[src/bitpack_pkg.sv]
`default_nettype none

package bitpack_pkg;

   // default geometry of the subsystem
   localparam int DEF_UNPACKED_DATA_W = 12;
   localparam int DEF_PACKED_DATA_W   = 16;
   localparam int DEF_FIFO_DEPTH      = 8;

   // the larger of two widths
   function automatic int max_w(int a, int b);
      return (a > b) ? a : b;
   endfunction

   // bits needed for a length or level that may reach n itself
   function automatic int cnt_w(int n);
      return $clog2(n) + 1;
   endfunction

   // the one thing the packer does in a given cycle
   typedef enum logic [2:0] {
      ACT_IDLE,
      // field of the held word goes into the bit fifo
      ACT_PUSH,
      // zero padding up to the next word boundary
      ACT_WRAP,
      // full packed word leaves for the output fifo
      ACT_POP,
      // head of the input fifo is captured
      ACT_LOAD
   } pack_action_e;

endpackage

`default_nettype wire

[src/bit_fifo.sv]
`default_nettype none

module bit_fifo #(
   parameter int WDATA_W = 12,
   parameter int RDATA_W = 16
) (
   input  wire logic                                      clk_i,
   input  wire logic                                      arst_n_i,

   // push a variable-length field MSB aligned in wdata_i
   input  wire logic                                      write_i,
   input  wire logic [bitpack_pkg::cnt_w(WDATA_W)-1:0]    wlen_i,
   input  wire logic [WDATA_W-1:0]                        wdata_i,
   output logic [bitpack_pkg::cnt_w(
      2 * bitpack_pkg::max_w(WDATA_W, RDATA_W))-1:0]      wlevel_o,

   // pop a full word from the top
   input  wire logic                                      read_i,
   output logic [RDATA_W-1:0]                             rdata_o,
   output logic [bitpack_pkg::cnt_w(
      2 * bitpack_pkg::max_w(WDATA_W, RDATA_W))-1:0]      rlevel_o
);

   import bitpack_pkg::*;

   localparam int REG_W   = 2 * max_w(WDATA_W, RDATA_W);
   localparam int LEVEL_W = cnt_w(REG_W);

   // filled bits sit at the top of data_q with the oldest bit in the MSB
   logic [REG_W-1:0]   data_q;
   logic [REG_W-1:0]   data_nxt;
   logic [LEVEL_W-1:0] level_q;
   logic [LEVEL_W-1:0] level_nxt;

   // state after an optional pop and before the push lands
   logic [REG_W-1:0]   popped_data;
   logic [LEVEL_W-1:0] popped_level;

   // incoming field spread over the register width
   logic [REG_W-1:0]   wide_field;
   logic [REG_W-1:0]   field_mask;
   logic [REG_W-1:0]   keep_mask;
   logic [REG_W-1:0]   placed_field;

   assign wide_field = {wdata_i, {(REG_W - WDATA_W){1'b0}}};

   // only the top wlen_i bits of the field are meaningful
   assign field_mask = ~({REG_W{1'b1}} >> wlen_i);

   always_comb begin
      popped_data  = data_q;
      popped_level = level_q;
      if (read_i) begin
         popped_data  = data_q << RDATA_W;
         popped_level = level_q - LEVEL_W'(RDATA_W);
      end
   end

   // bits past the fill level may hold stale data and are cleared here
   assign keep_mask    = ~({REG_W{1'b1}} >> popped_level);
   assign placed_field = (wide_field & field_mask) >> popped_level;

   always_comb begin
      data_nxt  = popped_data & keep_mask;
      level_nxt = popped_level;
      if (write_i) begin
         data_nxt  = data_nxt | placed_field;
         level_nxt = popped_level + LEVEL_W'(wlen_i);
      end
   end

   always_ff @(posedge clk_i) begin
      data_q <= data_nxt;
   end

   always_ff @(posedge clk_i or negedge arst_n_i) begin
      if (!arst_n_i) begin
         level_q <= '0;
      end else begin
         level_q <= level_nxt;
      end
   end

   assign rdata_o  = data_q[REG_W-1 -: RDATA_W];
   assign rlevel_o = level_q;
   assign wlevel_o = LEVEL_W'(REG_W) - level_q;

endmodule

`default_nettype wire

[src/bit_packer.sv]
`default_nettype none

module bit_packer #(
   parameter int UNPACKED_DATA_W = 12,
   parameter int PACKED_DATA_W   = 16
) (
   input  wire logic                                          clk_i,
   input  wire logic                                          arst_n_i,

   // quasi-static packing setup
   input  wire logic [bitpack_pkg::cnt_w(UNPACKED_DATA_W)-1:0] len_i,
   input  wire logic                                          wrap_i,

   // unpacked words from the input fifo
   output logic                                               read_o,
   input  wire logic                                          rready_i,
   input  wire logic [UNPACKED_DATA_W-1:0]                    rdata_i,

   // packed words to the output fifo
   output logic                                               write_o,
   input  wire logic                                          wready_i,
   output logic [PACKED_DATA_W-1:0]                           wdata_o
);

   import bitpack_pkg::*;

   localparam int REG_W   = 2 * max_w(UNPACKED_DATA_W, PACKED_DATA_W);
   localparam int LEVEL_W = cnt_w(REG_W);
   localparam int LEN_W   = cnt_w(UNPACKED_DATA_W);
   localparam int ACC_W   = $clog2(PACKED_DATA_W);

   pack_action_e action;

   // held word, captured from the head of the input fifo
   logic                       held;
   logic                       held_nxt;
   logic [UNPACKED_DATA_W-1:0] held_data;
   logic [UNPACKED_DATA_W-1:0] field_data;

   // bit fifo control
   logic                       push;
   logic [LEN_W-1:0]           push_len;
   logic [UNPACKED_DATA_W-1:0] push_data;
   logic [LEVEL_W-1:0]         push_level;
   logic                       pop;
   logic [LEVEL_W-1:0]         pop_level;

   // bit position inside the packed word being built
   logic [ACC_W-1:0]           wrap_acc;
   logic [ACC_W-1:0]           wrap_acc_nxt;
   logic [ACC_W:0]             acc_sum;
   logic [LEN_W-1:0]           pad_len;
   logic                       fits;

   // low len_i bits moved to the top of the word
   assign field_data = held_data << (UNPACKED_DATA_W - int'(len_i));

   assign acc_sum = {1'b0, wrap_acc} + (ACC_W + 1)'(len_i);
   assign fits    = !wrap_i || (acc_sum <= (ACC_W + 1)'(PACKED_DATA_W));

   // padding is only used when the field straddles, so it stays below UNPACKED_DATA_W
   assign pad_len = LEN_W'((ACC_W + 1)'(PACKED_DATA_W) - {1'b0, wrap_acc});

   // one action per cycle, highest priority first
   always_comb begin
      action = ACT_IDLE;
      if (held && fits && push_level >= LEVEL_W'(len_i)) begin
         action = ACT_PUSH;
      end else if (held && !fits && push_level >= LEVEL_W'(pad_len)) begin
         action = ACT_WRAP;
      end else if (pop_level >= LEVEL_W'(PACKED_DATA_W) && wready_i) begin
         action = ACT_POP;
      end else if (!held && rready_i) begin
         action = ACT_LOAD;
      end
   end

   always_comb begin
      push         = 1'b0;
      push_len     = len_i;
      push_data    = field_data;
      pop          = 1'b0;
      read_o       = 1'b0;
      held_nxt     = held;
      wrap_acc_nxt = wrap_acc;
      case (action)
         ACT_PUSH: begin
            push         = 1'b1;
            wrap_acc_nxt = acc_sum[ACC_W-1:0];
            // refill straight away when another word is waiting
            if (rready_i) begin
               read_o = 1'b1;
            end else begin
               held_nxt = 1'b0;
            end
         end
         ACT_WRAP: begin
            push         = 1'b1;
            push_len     = pad_len;
            push_data    = '0;
            wrap_acc_nxt = '0;
         end
         ACT_POP: begin
            pop = 1'b1;
         end
         ACT_LOAD: begin
            read_o   = 1'b1;
            held_nxt = 1'b1;
         end
         default: begin
         end
      endcase
   end

   assign write_o = pop;

   always_ff @(posedge clk_i) begin
      if (read_o) begin
         held_data <= rdata_i;
      end
   end

   always_ff @(posedge clk_i or negedge arst_n_i) begin
      if (!arst_n_i) begin
         held     <= 1'b0;
         wrap_acc <= '0;
      end else begin
         held     <= held_nxt;
         wrap_acc <= wrap_acc_nxt;
      end
   end

   bit_fifo #(
      .WDATA_W (UNPACKED_DATA_W),
      .RDATA_W (PACKED_DATA_W)
   ) u_bit_fifo (
      .clk_i    (clk_i),
      .arst_n_i (arst_n_i),
      .write_i  (push),
      .wlen_i   (push_len),
      .wdata_i  (push_data),
      .wlevel_o (push_level),
      .read_i   (pop),
      .rdata_o  (wdata_o),
      .rlevel_o (pop_level)
   );

endmodule

`default_nettype wire

[src/bitpack_top.sv]
`default_nettype none

module bitpack_top #(
   parameter int UNPACKED_DATA_W = bitpack_pkg::DEF_UNPACKED_DATA_W,
   parameter int PACKED_DATA_W   = bitpack_pkg::DEF_PACKED_DATA_W,
   parameter int FIFO_DEPTH      = bitpack_pkg::DEF_FIFO_DEPTH
) (
   input  wire logic                                          clk_i,
   input  wire logic                                          arst_n_i,

   input  wire logic [bitpack_pkg::cnt_w(UNPACKED_DATA_W)-1:0] len_i,
   input  wire logic                                          wrap_i,

   // unpacked word source
   input  wire logic                                          in_write_i,
   input  wire logic [UNPACKED_DATA_W-1:0]                    in_data_i,
   output logic                                               in_full_o,

   // packed word sink
   input  wire logic                                          out_read_i,
   output logic [PACKED_DATA_W-1:0]                           out_data_o,
   output logic                                               out_empty_o
);

   logic                       in_empty;
   logic [UNPACKED_DATA_W-1:0] in_head;
   logic                       pk_read;
   logic                       pk_write;
   logic [PACKED_DATA_W-1:0]   pk_wdata;
   logic                       out_full;

   word_fifo #(
      .DATA_W (UNPACKED_DATA_W),
      .DEPTH  (FIFO_DEPTH)
   ) u_in_fifo (
      .clk_i    (clk_i),
      .arst_n_i (arst_n_i),
      .write_i  (in_write_i),
      .data_i   (in_data_i),
      .full_o   (in_full_o),
      .read_i   (pk_read),
      .data_o   (in_head),
      .empty_o  (in_empty)
   );

   bit_packer #(
      .UNPACKED_DATA_W (UNPACKED_DATA_W),
      .PACKED_DATA_W   (PACKED_DATA_W)
   ) u_packer (
      .clk_i    (clk_i),
      .arst_n_i (arst_n_i),
      .len_i    (len_i),
      .wrap_i   (wrap_i),
      .read_o   (pk_read),
      .rready_i (!in_empty),
      .rdata_i  (in_head),
      .write_o  (pk_write),
      .wready_i (!out_full),
      .wdata_o  (pk_wdata)
   );

   word_fifo #(
      .DATA_W (PACKED_DATA_W),
      .DEPTH  (FIFO_DEPTH)
   ) u_out_fifo (
      .clk_i    (clk_i),
      .arst_n_i (arst_n_i),
      .write_i  (pk_write),
      .data_i   (pk_wdata),
      .full_o   (out_full),
      .read_i   (out_read_i),
      .data_o   (out_data_o),
      .empty_o  (out_empty_o)
   );

endmodule

`default_nettype wire

[src/word_fifo.sv]
`default_nettype none

module word_fifo #(
   parameter int DATA_W = 16,
   parameter int DEPTH  = 8
) (
   input  wire logic              clk_i,
   input  wire logic              arst_n_i,

   // write side
   input  wire logic              write_i,
   input  wire logic [DATA_W-1:0] data_i,
   output logic                   full_o,

   // read side, head word always on data_o
   input  wire logic              read_i,
   output logic [DATA_W-1:0]      data_o,
   output logic                   empty_o
);

   localparam int PTR_W = (DEPTH > 1) ? $clog2(DEPTH) : 1;
   localparam int CNT_W = $clog2(DEPTH + 1);

   logic [DATA_W-1:0] mem [DEPTH];
   logic [PTR_W-1:0]  wr_ptr;
   logic [PTR_W-1:0]  rd_ptr;
   logic [CNT_W-1:0]  count;
   logic              do_write;
   logic              do_read;

   // strobes against a full or empty buffer are dropped
   assign do_write = write_i && !full_o;
   assign do_read  = read_i && !empty_o;

   assign full_o  = (count == CNT_W'(DEPTH));
   assign empty_o = (count == '0);
   assign data_o  = mem[rd_ptr];

   always_ff @(posedge clk_i) begin
      if (do_write) begin
         mem[wr_ptr] <= data_i;
      end
   end

   always_ff @(posedge clk_i or negedge arst_n_i) begin
      if (!arst_n_i) begin
         wr_ptr <= '0;
         rd_ptr <= '0;
         count  <= '0;
      end else begin
         if (do_write) begin
            wr_ptr <= (wr_ptr == PTR_W'(DEPTH - 1)) ? '0 : wr_ptr + 1'b1;
         end
         if (do_read) begin
            rd_ptr <= (rd_ptr == PTR_W'(DEPTH - 1)) ? '0 : rd_ptr + 1'b1;
         end
         // count only moves when exactly one side is active
         if (do_write && !do_read) begin
            count <= count + 1'b1;
         end else if (do_read && !do_write) begin
            count <= count - 1'b1;
         end
      end
   end

endmodule

`default_nettype wire
[config.mk]
export PLATFORM = sky130hd
export DESIGN_NAME = bitpack_top
export DESIGN_NICKNAME = d
export VERILOG_FILES = /design/src/bitpack_pkg.sv /design/src/bit_fifo.sv /design/src/bit_packer.sv /design/src/bitpack_top.sv /design/src/word_fifo.sv
export SDC_FILE = /design/constraint.sdc
export NUM_CORES = 1
export LEC_CHECK = 0
export BUFFER_PORTS_ARGS = -buffer_cell sky130_fd_sc_hd__clkbuf_2
export CORE_MARGIN = 2
export CORE_UTILIZATION = 25
export CTS_BUF_LIST = sky130_fd_sc_hd__clkbuf_8 sky130_fd_sc_hd__clkbuf_16
export DETAILED_ROUTE_END_ITERATION = 16
export HOLD_SLACK_MARGIN = 0.06
export REMOVE_ABC_BUFFERS = 1
export SLEW_MARGIN = 20
export SYNTH_ARGS = -nofsm -noshare
export SYNTH_HDL_FRONTEND = slang
export SYNTH_SLANG_ARGS = --single-unit
export TNS_END_PERCENT = 20
[constraint.sdc]
create_clock -name clk_i -period 8.2 [get_ports clk_i]
set_clock_uncertainty 0.2 [all_clocks]
set_input_delay 1.64 -clock clk_i [delete_from_list [all_inputs] [get_ports clk_i]]
set_output_delay 1.64 -clock clk_i [all_outputs]
set_load 0.03 [all_outputs]
=== Word level (Yosys, flattened, before mapping) ===
Memory sizes are Yosys's and may differ from the RTL's. A register that Yosys moved wholly into a read port is not among the register bits.
Cells that the tools add are included.

* Bits in registers: 63
* Memory bits (writable): 224
* Input port bits: 22
* Word-level logic and storage cells: 113
* Memories kept: 2

* Add/subtract/negate cells: 14
* Magnitude comparators: 4
* Equal/unequal tests: 11
* Shift operators: 4
* Muxes and demuxes: 29
* Bitwise logic cells: 5
* Reductions and logical operators: 34

{| class="wikitable"
|+ Memory list
! memory !! depth !! width !! read ports !! clocked after Yosys merged registers in !! write ports !! line !! source
|-
| u_out_fifo.mem || 8 || 16 || 1 || 0 || 1 || word_fifo.sv:24 || <nowiki>logic [DATA_W-1:0] mem [DEPTH];</nowiki>
|-
| u_in_fifo.mem || 8 || 12 || 1 || 1 || 1 || word_fifo.sv:24 ||
|}

{| class="wikitable"
|+ Operators by type and width
! cell !! number
|-
| $and 32x32->32 || 2
|-
| $mux 32 || 2
|-
| $not 32->32 || 2
|-
| $or 32x32->32 || 1
|-
| $shl 12x32->12 || 1
|-
| $shr 32x5->32 const A || 1
|-
| $shr 32x6->32 || 1
|-
| $shr 32x6->32 const A || 1
|-
| $mux 3 || 8
|-
| $mux 4 || 4
|-
| $eq 3x3->1 const B || 5
|-
| $logic_and 1x1->1 || 14
|-
| $add 3x1->3 const B || 4
|-
| $ge 6x5->1 || 2
|-
| $mux 12 || 1
|-
| $mux 6 || 2
|-
| $logic_not 1->1 || 11
|-
| $add 4x1->4 const B || 2
|-
| $eq 4x4->1 const B || 2
|-
| $logic_not 4->1 || 2
|-
| $mux 1 || 8
|-
| $pmux 4 s2 || 1
|-
| $reduce_bool 2->1 || 4
|-
| $sub 4x1->4 const B || 2
|-
| other kinds (16) || 18
|}

=== Logic depth before layout (Yosys ltp) ===
Gate-level depths: netlist of the first run.

* Depth after elaboration: 16
* Gate-level depth with buffers: 23
* Gate-level depth less buffers: 20

=== Modules after synthesis ===
A second synthesis of the first run with hierarchy kept.

* Cell total of the unflattened synthesis: 1056
* Area total of the unflattened synthesis: 15058.2 sq um

{| class="wikitable"
|+ By module, submodules not included
! module !! times used !! cells each !! area each (sq um) !! sequential area each (sq um)
|-
| word_fifo (u_out_fifo) || 1 || 250 || 5587.9 || 4093.9
|-
| word_fifo (u_in_fifo) || 1 || 205 || 4370.4 || 3133.0
|-
| bit_fifo || 1 || 427 || 3358.2 || 790.8
|-
| bit_packer || 1 || 172 || 1734.2 || 485.5
|-
| bitpack_top || 1 || 2 || 7.5 || 0.0
|}

=== Worst setup path before layout of the first run ===
Ideal clock, no wire load.

* Kind: input port to flip-flop
* Start point: input len_i[1] in the netlist's numbering
* End point: memory u_out_fifo.mem[2][0], enable pin
* Library setup time: 0.436 ns
* Arrival: 5.767 ns
* Required time: 7.564 ns
* Setup slack: 1.797 ns
* Cell stages on the path: 12
* Buffers on the path: 3
* Path through: buf_2 > inv_1 > fa_1 > nand2b_1 > o2bb2ai_1 > mux2_2 > a221o_1 > nand3_1 > nand2_1 > clkbuf_1 > clkbuf_1 > nor4b_1

* Cells in the longest elaborated chain, start to end: 13

{| class="wikitable"
|+ RTL lines
! element !! line !! source
|-
| from (decl) || bitpack_top.sv:11 || <nowiki>input wire logic [bitpack_pkg::cnt_w(UNPACKED_DATA_W)-1:0] len_i,</nowiki>
|-
| $add 4x5->5 || bit_packer.sv:58 || <nowiki>assign acc_sum = {1'b0, wrap_acc} + (ACC_W + 1)'(len_i);</nowiki>
|-
| $le 5x5->1 || bit_packer.sv:59 || <nowiki>assign fits = !wrap_i || (acc_sum <= (ACC_W + 1)'(PACKED_DATA_W));</nowiki>
|-
| $logic_or 1x1->1 || bit_packer.sv:59 ||
|-
| $logic_not 1->1 || bit_packer.sv:69 || <nowiki>end else if (held && !fits && push_level >= LEVEL_W'(pad_len)) begin</nowiki>
|-
| $logic_and 1x1->1 (2 in series) || bit_packer.sv:69 ||
|-
| $mux 3 || bit_packer.sv:69 ||
|-
| $mux 3 * || bit_packer.sv:67 || <nowiki>if (held && fits && push_level >= LEVEL_W'(len_i)) begin</nowiki>
|-
| $eq 3x2->1 * || bit_packer.sv:86 || <nowiki>case (action)</nowiki>
|-
| $mux 1 * || bit_packer.sv:86 ||
|-
| $logic_and 1x1->1 * || word_fifo.sv:32 || <nowiki>assign do_write = write_i && !full_o;</nowiki>
|-
| $mux 1 * || word_fifo.sv:40 || <nowiki>if (do_write) begin</nowiki>
|-
| $mux 1 (implied by the code) * || word_fifo.sv:41 || <nowiki>mem[wr_ptr] <= data_i;</nowiki>
|-
| to (decl) || word_fifo.sv:24 ||
|}

Every way passes the cells marked *; elsewhere a longest branch is shown, timed or not.

=== Final worst setup path of the first run ===
* Start point: register u_packer.u_bit_fifo.level_q[0], in the netlist u_packer.u_bit_fifo.rlevel_o[0]
* End point: register u_out_fifo.count[3]

* Cells in the longest elaborated chain, start to end: 11

{| class="wikitable"
|+ RTL lines
! element !! line !! source
|-
| from (decl) || bit_fifo.sv:32 || <nowiki>logic [LEVEL_W-1:0] level_q;</nowiki>
|-
| from (signal assigned) || bit_fifo.sv:80 || <nowiki>level_q <= level_nxt;</nowiki>
|-
| $sub 6x6->6 or $ge 6x5->1 (tied branches) || bit_fifo.sv:86, bit_packer.sv:71 ||
|-
| $ge 6x5->1 or $logic_and 1x1->1 (tied branches) || bit_packer.sv:69, bit_packer.sv:71 ||
|-
| $logic_and 1x1->1 or $mux 3 (tied branches) || bit_packer.sv:69, bit_packer.sv:71 ||
|-
| $mux 3 || bit_packer.sv:69 ||
|-
| $mux 3 * || bit_packer.sv:67 ||
|-
| $eq 3x2->1 * || bit_packer.sv:86 ||
|-
| $mux 1 * || bit_packer.sv:86 ||
|-
| $logic_and 1x1->1 * || word_fifo.sv:32 ||
|-
| $logic_not 1->1 || word_fifo.sv:60 || <nowiki>end else if (do_read && !do_write) begin</nowiki>
|-
| $logic_and 1x1->1 || word_fifo.sv:60 ||
|-
| $reduce_bool 2->1 (no line) || - ||
|-
| to (signal assigned) || word_fifo.sv:59 || <nowiki>count <= count + 1'b1;</nowiki>
|-
| to (signal assigned) || word_fifo.sv:61 || <nowiki>count <= count - 1'b1;</nowiki>
|-
| to (decl) || word_fifo.sv:27 || <nowiki>logic [CNT_W-1:0] count;</nowiki>
|}

Marks and branches as above.
A chain may end at the register's enable or synchronous reset.

==> results of run 1 <==
-- power breakdown --
part	internal (W)	switching [W]	total [W]
Sequential	0.00208	0.000371	0.00245
Clock	0.000741	0.000571	0.00131
Combinational	0.00123	0.00171	0.00294
-- metal layers --
layer	GRT usage (%)	vias to the layer above
li1	-	4225
met1	14.90	4598
met2	17.94	280
met3	1.721	71
met4	2.977	2
met5	0	-
-- worst min-delay path, cell delays in order, from the launching register on --
cell and delay, ns:
dfxtp_1 0.33, nand3_1 0.07, o221ai_1 0.06
-- Yosys cell counts (5+ instances only) --
library cell / number / share of area (%)
edfxtp_1: 236 / 48
o21ai_0: 37 / 1.3
mux2i_1: 16 / 1.1
xor2_1: 9 / 0.54
xnor2_1: 13 / 0.78
mux4_2: 63 / 9.7
nor2_1: 39 / 1.0
or3_1: 5 / 0.21
buf_2: 12 / 0.41
o211ai_1: 19 / 0.97
nand2b_1: 14 / 0.60
nor3b_1: 6 / 0.31
o221ai_1: 22 / 1.3
dfxtp_1: 32 / 4.4
and3_1: 9 / 0.38
nor2b_1: 6 / 0.26
a31oi_1: 7 / 0.30
buf_1: 7 / 0.18
inv_1: 26 / 0.67
a211oi_1: 5 / 0.26
o22ai_1: 9 / 0.38
nand2_1: 64 / 1.6
nor4_1: 11 / 0.47
o32ai_1: 5 / 0.30
clkbuf_1: 33 / 0.84
or2_2: 9 / 0.38
a21oi_1: 24 / 0.82
buf_6: 5 / 0.38
nand3_1: 32 / 1.1
ha_1: 40 / 3.4
mux2_2: 42 / 3.2
dfrtp_1: 31 / 5.3
nand4_1: 5 / 0.21
a21o_1: 16 / 0.82
nor3_1: 27 / 0.92
-- cell families (layout without fill, tap and decap cells) --
logic type | Yosys count | after routing
buffers and inverters | 93 | 150
multiplexers | 123 | 123
adder cells (fa/ha/maj) | 44 | 44
XOR/XNOR | 23 | 23
AND/OR/NAND/NOR | 248 | 248
flip-flops | 299 | 299
AO/OA/AOI/OAI | 209 | 209
-- layout make-up --
class	count	area, um2	share of cell area (%)
clock buffers	29	725.7	4.344
clock inverters	25	209.0	1.251
inverters	32	120.1	0.7190
multi-input cells	647	5806	34.75
flip-flops and latches	299	8506	50.91
well taps	765	957.2	5.729
repair buffers	64	382.9	2.292
-- per-stage QoR --
| step | setup slack (ns) | utilization [%] | power, W | instance area [um2] | std cells |
|---|---|---|---|---|---|
| finish | 1.721 | 28.90 | 0.006705 | 16710 | 1861 |
| floorplan | 1.631 | - | 0.004514 | 14360 | 978 |
| global route | 1.288 | 28.90 | 0.007148 | 16710 | 1861 |
| CTS | 1.813 | 28.90 | 0.006745 | 16710 | 1861 |
| global placement | 1.466 | 27.28 | 0.005362 | 15770 | 1807 |
| detailed placement | 1.352 | 27.28 | 0.005414 | 15770 | 1807 |
-- flip-flops by register name, summed over array words and instances, names as in the netlist --
register / flops
u_out_fifo.mem: 128
u_in_fifo.mem: 96
u_packer.u_bit_fifo.data_q: 32
u_packer.held_data: 12
u_packer.u_bit_fifo.rlevel_o: 6
u_in_fifo.count: 4
u_out_fifo.count: 4
u_packer.wrap_acc: 4
u_in_fifo.rd_ptr: 3
u_in_fifo.wr_ptr: 3
u_out_fifo.rd_ptr: 3
u_out_fifo.wr_ptr: 3
u_packer.held: 1
-- final timing paths --
path                                                       from                       endpoint  slack (ns)  cells after the start
worst max-delay path            u_packer.u_bit_fifo.rlevel_o[0]            u_out_fifo.count[3]        1.72                     22
worst min register to register    u_packer.u_bit_fifo.data_q[9]  u_packer.u_bit_fifo.data_q[9]        0.30                      2
worst min-delay path              u_packer.u_bit_fifo.data_q[9]  u_packer.u_bit_fifo.data_q[9]        0.30                      2
worst max register to register  u_packer.u_bit_fifo.rlevel_o[0]            u_out_fifo.count[3]        1.72                     22
min in group asynchronous                              arst_n_i            u_in_fifo.wr_ptr[1]        0.98                      1
max in group asynchronous                              arst_n_i           u_out_fifo.rd_ptr[1]        6.21                      1
==> summary.txt, run 1 <==
Detailed routing
  – Met2 WL: 15,790 um
  – Final routed DRC violation total: 0
  – Initial detailed-routing violation count: 893
  – First-pass iteration count of the detailed router: 6
  – Detailed Route WL: 33,300 um
  – Via count: 9,176
  – Drt via density: 4.931
  – Sum of met3 wire segment lengths after detailed routing: 1554 um
  – Avg WL per Cell: 17.89 um
  – Top metal layer carrying routed signals: met5
  – Residual antenna-violating net count after detailed routing: 0
  – M1 WL: 15,060 um

Synthesis
  – Post-synthesis compound-gate area fraction: 10.63%
  – Proportion of synthesized chip area in sequential cells: 58.00%
  – Number of enable-type register cells in the synthesized netlist: 236
  – Number of cells produced by synthesis: 1,039
  – Netlist area before placement: 0.01466 mm2
  – Post-synthesis sequential element count: 299
  – Post-synthesis share of cell area spent on and, or, nand and nor gates: 8.902%
  – Number of distinct library cell variants in the gate-level netlist after synthesis: 92
  – Xor and xnor area share after synthesis: 1.425%
  – Count of synthesis-stage warnings from yosys: 0
  – Dominant combinational cell family by area after synthesis: multiplexers
  – Proportion of synthesized area in mux cells: 14.24%
  – Top_reg_cell synth: edfxtp_1
  – Area share of fa/ha/maj cells after synthesis: 3.960%
  – Average cell area after synthesis: 14.11 um2
  – Asr flop ratio synth: 10.37%

GRT
  – Number of antenna violations at the first check in global routing: 1
  – Pin count of the biggest net entering global routing: 36
  – GR Util All Layers: 10.92%
  – Vias in the first global route: 9,233
  – Total global routing overflow: 0
  – Global-route wire length before repair: 52,980 um

Clocking
  – Inserted Clock Buffers: 29
  – TritonCTS sink count: 299
  – Buffers from clock root to sink, at most: 3
  – Number of buffers inserted for hold repair after clock tree synthesis: 0
  – Clk_lat worst skew: 0.57 ns
  – Root Buffer Master: clkbuf_16
  – Post-CTS clock slew at the launch and capture registers of the worst setup and hold paths: 0.07 ns
  – TritonCTS clock tree: yes
  – Cells resized by post-CTS repair: 0
  – Number of setup buffers added after CTS: 0
  – Deepest level of the CTS H-tree: 1

Die
  – Chip width: 246.2 um
  – Core region area: 0.05781 mm2
  – Starting utilization of the core area: 25.36%
  – Total Die Area: 0.06059 mm2
  – FP Rows: 88
  – Number of top-level pins: 40
  – Die H: 246.2 um

Final layout
  – Number of nets in the final layout: 1,139
  – Count of antenna diodes in the layout: 0
  – Most frequent cells in the layout: 236 x edfxtp_1, 64 x nand2_1, 63 x mux4_2
  – Signed area change from the synthesized netlist to the final layout: 13.95%
  – Total of fill cells in the finished design: 5,804
  – Fraction of layout instances using a drive strength above 1: 23.54%
  – Most common cell after layout, fill and taps aside: edfxtp_1

Power
  – Total power divided by cell area: 401.3 mW/mm2
  – Leakage power total: 5.659 nW
  – Maximum ir drop on the vdd rail: 252.5 uV

Timing
  – Worst hold slack: 0.2961 ns
  – Number of slew-limit violations in the final report: 0
  – Ratio of final minimum period to clock period: 79.02%
  – Slew Limit Headroom: 24.85%
  – Peak Freq: 154.3 MHz
  – Final hold violations: 0
  – Clock period minus final worst setup slack: 6.479 ns
  – Count of endpoints failing setup in the final report: 0
  – Worst Tran Pin Value: 1.127 ns
  – Final sum of negative setup slack: 0 ns
  – Setup repair after global routing missed its margin: false

Critical path
  – Kind of end point of the critical path: register
  – Critical Path RT: 8.45 ns
  – Total buffers and inverters traversed by the critical path: 6
  – Biggest cell delay along the critical path: 0.94 ns
  – Cell repeated most along the worst path: ha_1
  – Critical path peak fanout: 27
  – Critical path arrival: 6.72 ns
  – Largest delay share family, worst path: buffers and inverters
  – Slowest stage cell on the critical path: dfrtp_1
  – Worst Setup Path Type: reg -> reg
  – Setup crit start kind: register
  – Cell-by-cell listing of the critical path: inv_1, ha_1, inv_1, ha_1, ha_1, a211oi_1, o21ai_0, a2111oi_2, nand3_1, nand3_1, buf_4, nand2_1, buf_4, inv_2, ha_1, inv_1, ha_1, a21o_1, a21oi_1, xnor2_1, nor2_1, xor2_1

Outcome
  – Run status: finished clean

Placement
  – Final Wtd Congestion: 0.8442
  – Placed wire-length estimate: 21,780 um
  – Port bufs: 39

Run
  – Number of maximum-capacitance constraint violations: 0

Min path
  – Class of the most critical hold timing path: reg -> reg
Power figures use the tool's default switching activity.
==> run 2: changes to the inputs <==
Clock period 8.2 ns to 6.3 ns, I/O delays scaled along.
==> run 2 against run 1 <==
Against the previous run: sequential share of layout area is 0.37 points lower; hold slack is essentially flat; sequential power up 29%; combinational power grew 32%; utilization up 0.21 points; total power increased by 32%; clock power grew 40%; count of clock-buffer cells in the layout increased by 2; critical endpoint is now u_packer.u_bit_fifo.rlevel_o[5]; highest routed layer unchanged.
==> summary.txt, run 2 (same netlist as run 1, synthesis figures left out) <==
Die
  – FP Rows: 88 (unchanged)
  – Chip width: 246.2 um (unchanged)
  – Core region area: 0.05781 mm2 (unchanged)
  – Starting utilization of the core area: 25.36% (unchanged)
  – Die H: 246.2 um (unchanged)
  – Number of top-level pins: 40 (unchanged)
  – Total Die Area: 0.06059 mm2 (unchanged)

Detailed routing
  – Residual antenna-violating net count after detailed routing: 0 (unchanged)
  – First-pass iteration count of the detailed router: 5 (-1)
  – Detailed Route WL: 33,610 um (+0.94%)
  – Initial detailed-routing violation count: 836 (-6.4%)
  – Via count: 9,264 (+0.96%)
  – Final routed DRC violation total: 0 (unchanged)
  – Avg WL per Cell: 18.01 um (+0.67%)
  – Drt via density: 4.965 (+0.69%)

Placement
  – Port bufs: 39 (unchanged)
  – Final Wtd Congestion: 0.8871 (+5.1%)
  – Post-Place Cell Area: 0.01583 mm2 (+0.34%)
  – Placed wire-length estimate: 22,290 um (+2.3%)
  – Dpl cells: 1,814 (+0.39%)
  – Placement-stage worst setup slack: 0.8851 ns (-0.4672 ns)

GRT
  – Global-route wire length before repair: 53,530 um (+1.0%)
  – Vias in the first global route: 9,352 (+1.3%)
  – Pin count of the biggest net entering global routing: 36 (unchanged)
  – GR Util All Layers: 11.05% (+0.13 points)
  – Total global routing overflow: 0 (unchanged)
  – Number of antenna violations at the first check in global routing: 2 (+1)

Final layout
  – Top flop regs: u_out_fifo.mem: 128 flops, u_in_fifo.mem: 96 flops, u_packer.u_bit_fifo.data_q: 32 flops
  – Signed area change from the synthesized netlist to the final layout: 14.80%
  – Largest reg by FF count: u_out_fifo.mem
  – Number of flip-flops in the largest register: 128 (unchanged)
  – Cell Count, Final, Fillers Out: 1,866 (+0.27%)
  – Final std cell area, no fill: 0.01683 mm2 (+0.74%)
  – Most frequent cells in the layout: 236 x edfxtp_1, 64 x nand2_1, 63 x mux4_2
  – Fraction of layout instances using a drive strength above 1: 24.18% (+0.64 points)
  – Number of nets in the final layout: 1,145 (+0.53%)
  – Most common cell after layout, fill and taps aside: edfxtp_1

Critical path
  – Cell repeated most along the worst path: ha_1
  – Biggest cell delay along the critical path: 0.58 ns (-0.36 ns)
  – Critical path arrival: 5.28 ns (-1.44 ns)
  – Critical path peak fanout: 30 (+11%)
  – Kind of end point of the critical path: register
  – Critical Path RT: 6.53 ns (-1.92 ns)
  – Cell-by-cell listing of the critical path: buf_4, clkinv_1, buf_4, ha_1, inv_1, ha_1, ha_1, a211oi_1, o21ai_0, a2111oi_2, nand3_1, nand3_1, nand2_1, inv_2, buf_4, xnor2_1, ha_1, o21ai_0, a21oi_1, xor2_1
  – Slowest stage cell on the critical path: a2111oi_2
  – Setup crit start kind: register
  – Worst Setup Path Type: reg -> reg

Timing
  – Count of endpoints failing setup in the final report: 0 (unchanged)
  – Setup repair after global routing missed its margin: false
  – Final hold violations: 0 (unchanged)
  – Ratio of final minimum period to clock period: 80.11% (+1.1 points)
  – Clock period minus final worst setup slack: 5.047 ns (-1.432 ns)
  – Worst-case setup margin in the final layout: 1.253 ns (-0.4678 ns)
  – Worst hold slack: 0.2961 ns (-0.00001800 ns)
  – Final sum of negative setup slack: 0 ns (unchanged)
  – Peak Freq: 198.1 MHz (+28%)
  – Worst Tran Pin Value: 0.9723 ns (-0.1549 ns)
  – Number of slew-limit violations in the final report: 0 (unchanged)
  – Slew Limit Headroom: 35.18% (+10 points)

Clocking
  – Cells resized by post-CTS repair: 0 (unchanged)
  – Post-CTS clock slew at the launch and capture registers of the worst setup and hold paths: 0.07 ns (about the same)
  – TritonCTS sink count: 299 (unchanged)
  – Buffers from clock root to sink, at most: 3 (unchanged)
  – Number of buffers inserted for hold repair after clock tree synthesis: 0 (unchanged)
  – TritonCTS clock tree: yes
  – Deepest level of the CTS H-tree: 1 (unchanged)
  – Root Buffer Master: clkbuf_16
  – Clk_lat worst skew: 0.57 ns (about the same)
  – Inserted Clock Buffers: 28 (-3.4%)
  – Number of setup buffers added after CTS: 0 (unchanged)

Power
  – Total power divided by cell area: 527.1 mW/mm2 (+31%)
  – Leakage power total: 5.718 nW (+1.0%)
  – Maximum ir drop on the vdd rail: 269.0 uV (+6.5%)

Outcome
  – Run status: finished clean

Min path
  – Class of the most critical hold timing path: reg -> reg

Run
  – Number of maximum-capacitance constraint violations: 0 (unchanged)
-- run 2: final timing paths --
check,endpoint,depth (start not counted),slack (ns),start
worst max-delay path,u_packer.u_bit_fifo.rlevel_o[5],20,1.25,u_packer.u_bit_fifo.rlevel_o[1]
max in group asynchronous,u_out_fifo.rd_ptr[1],1,4.71,arst_n_i
worst min register to register,u_packer.u_bit_fifo.data_q[4],2,0.30,u_packer.u_bit_fifo.data_q[4]
worst min-delay path,u_packer.u_bit_fifo.data_q[4],2,0.30,u_packer.u_bit_fifo.data_q[4]
worst max register to register,u_packer.u_bit_fifo.rlevel_o[5],20,1.25,u_packer.u_bit_fifo.rlevel_o[1]
min in group asynchronous,u_in_fifo.wr_ptr[2],1,0.59,arst_n_i
-- run 2: area by class of cell --
type	instances	area (um2)
Clock inverter	20	260.3
Antenna cell	1	2.502
Inverter	32	120.1
Fill cell	5763	40980
Multi-Input combinational cell	647	5806
Timing Repair Buffer	71	435.4
Tap cell	765	957.2
Clock buffer	31	742.0
Sequential cell	299	8507
-- run 2: power breakdown --
| group | switching, W | total [W] | internal, W | leakage [nW] |
|---|---|---|---|---|
| registers | 0.000461 | 0.00317 | 0.00271 | 2.79 |
| logic | 0.00224 | 0.00387 | 0.00163 | 2.42 |
| clock network | 0.000742 | 0.00183 | 0.00109 | 0.504 |
-- run 2: metal layers --
| metal | up-vias | global-route usage (%) | wire length (um) |
|---|---|---|---|
| met5 | - | 0 | 13 |
| met4 | 2 | 2.977 | 795 |
| met3 | 56 | 1.928 | 1740 |
| met2 | 298 | 18.40 | 16110 |
| met1 | 4678 | 14.77 | 14950 |
| li1 | 4230 | - | - |
-- run 2: metrics by stage --
step | utilization [%] | power (W)
CTS | 29.11 | 0.008936
global route | 29.11 | 0.009441
global placement | 27.37 | 0.006988
floorplan | - | 0.005875
detailed placement | 27.38 | 0.007087
finish | 29.11 | 0.008871
-- run 2: worst max-delay path: cells and delay by family (launching register included) --
| family | cells | cell delay (ns) |
|---|---|---|
| compound gates | 5 | 1.15 |
| fa+ha+maj | 4 | 1.19 |
| xor+xnor | 2 | 0.40 |
| simple gates | 3 | 0.53 |
| buf+inv | 6 | 1.06 |
| flops | 1 | 0.36 |
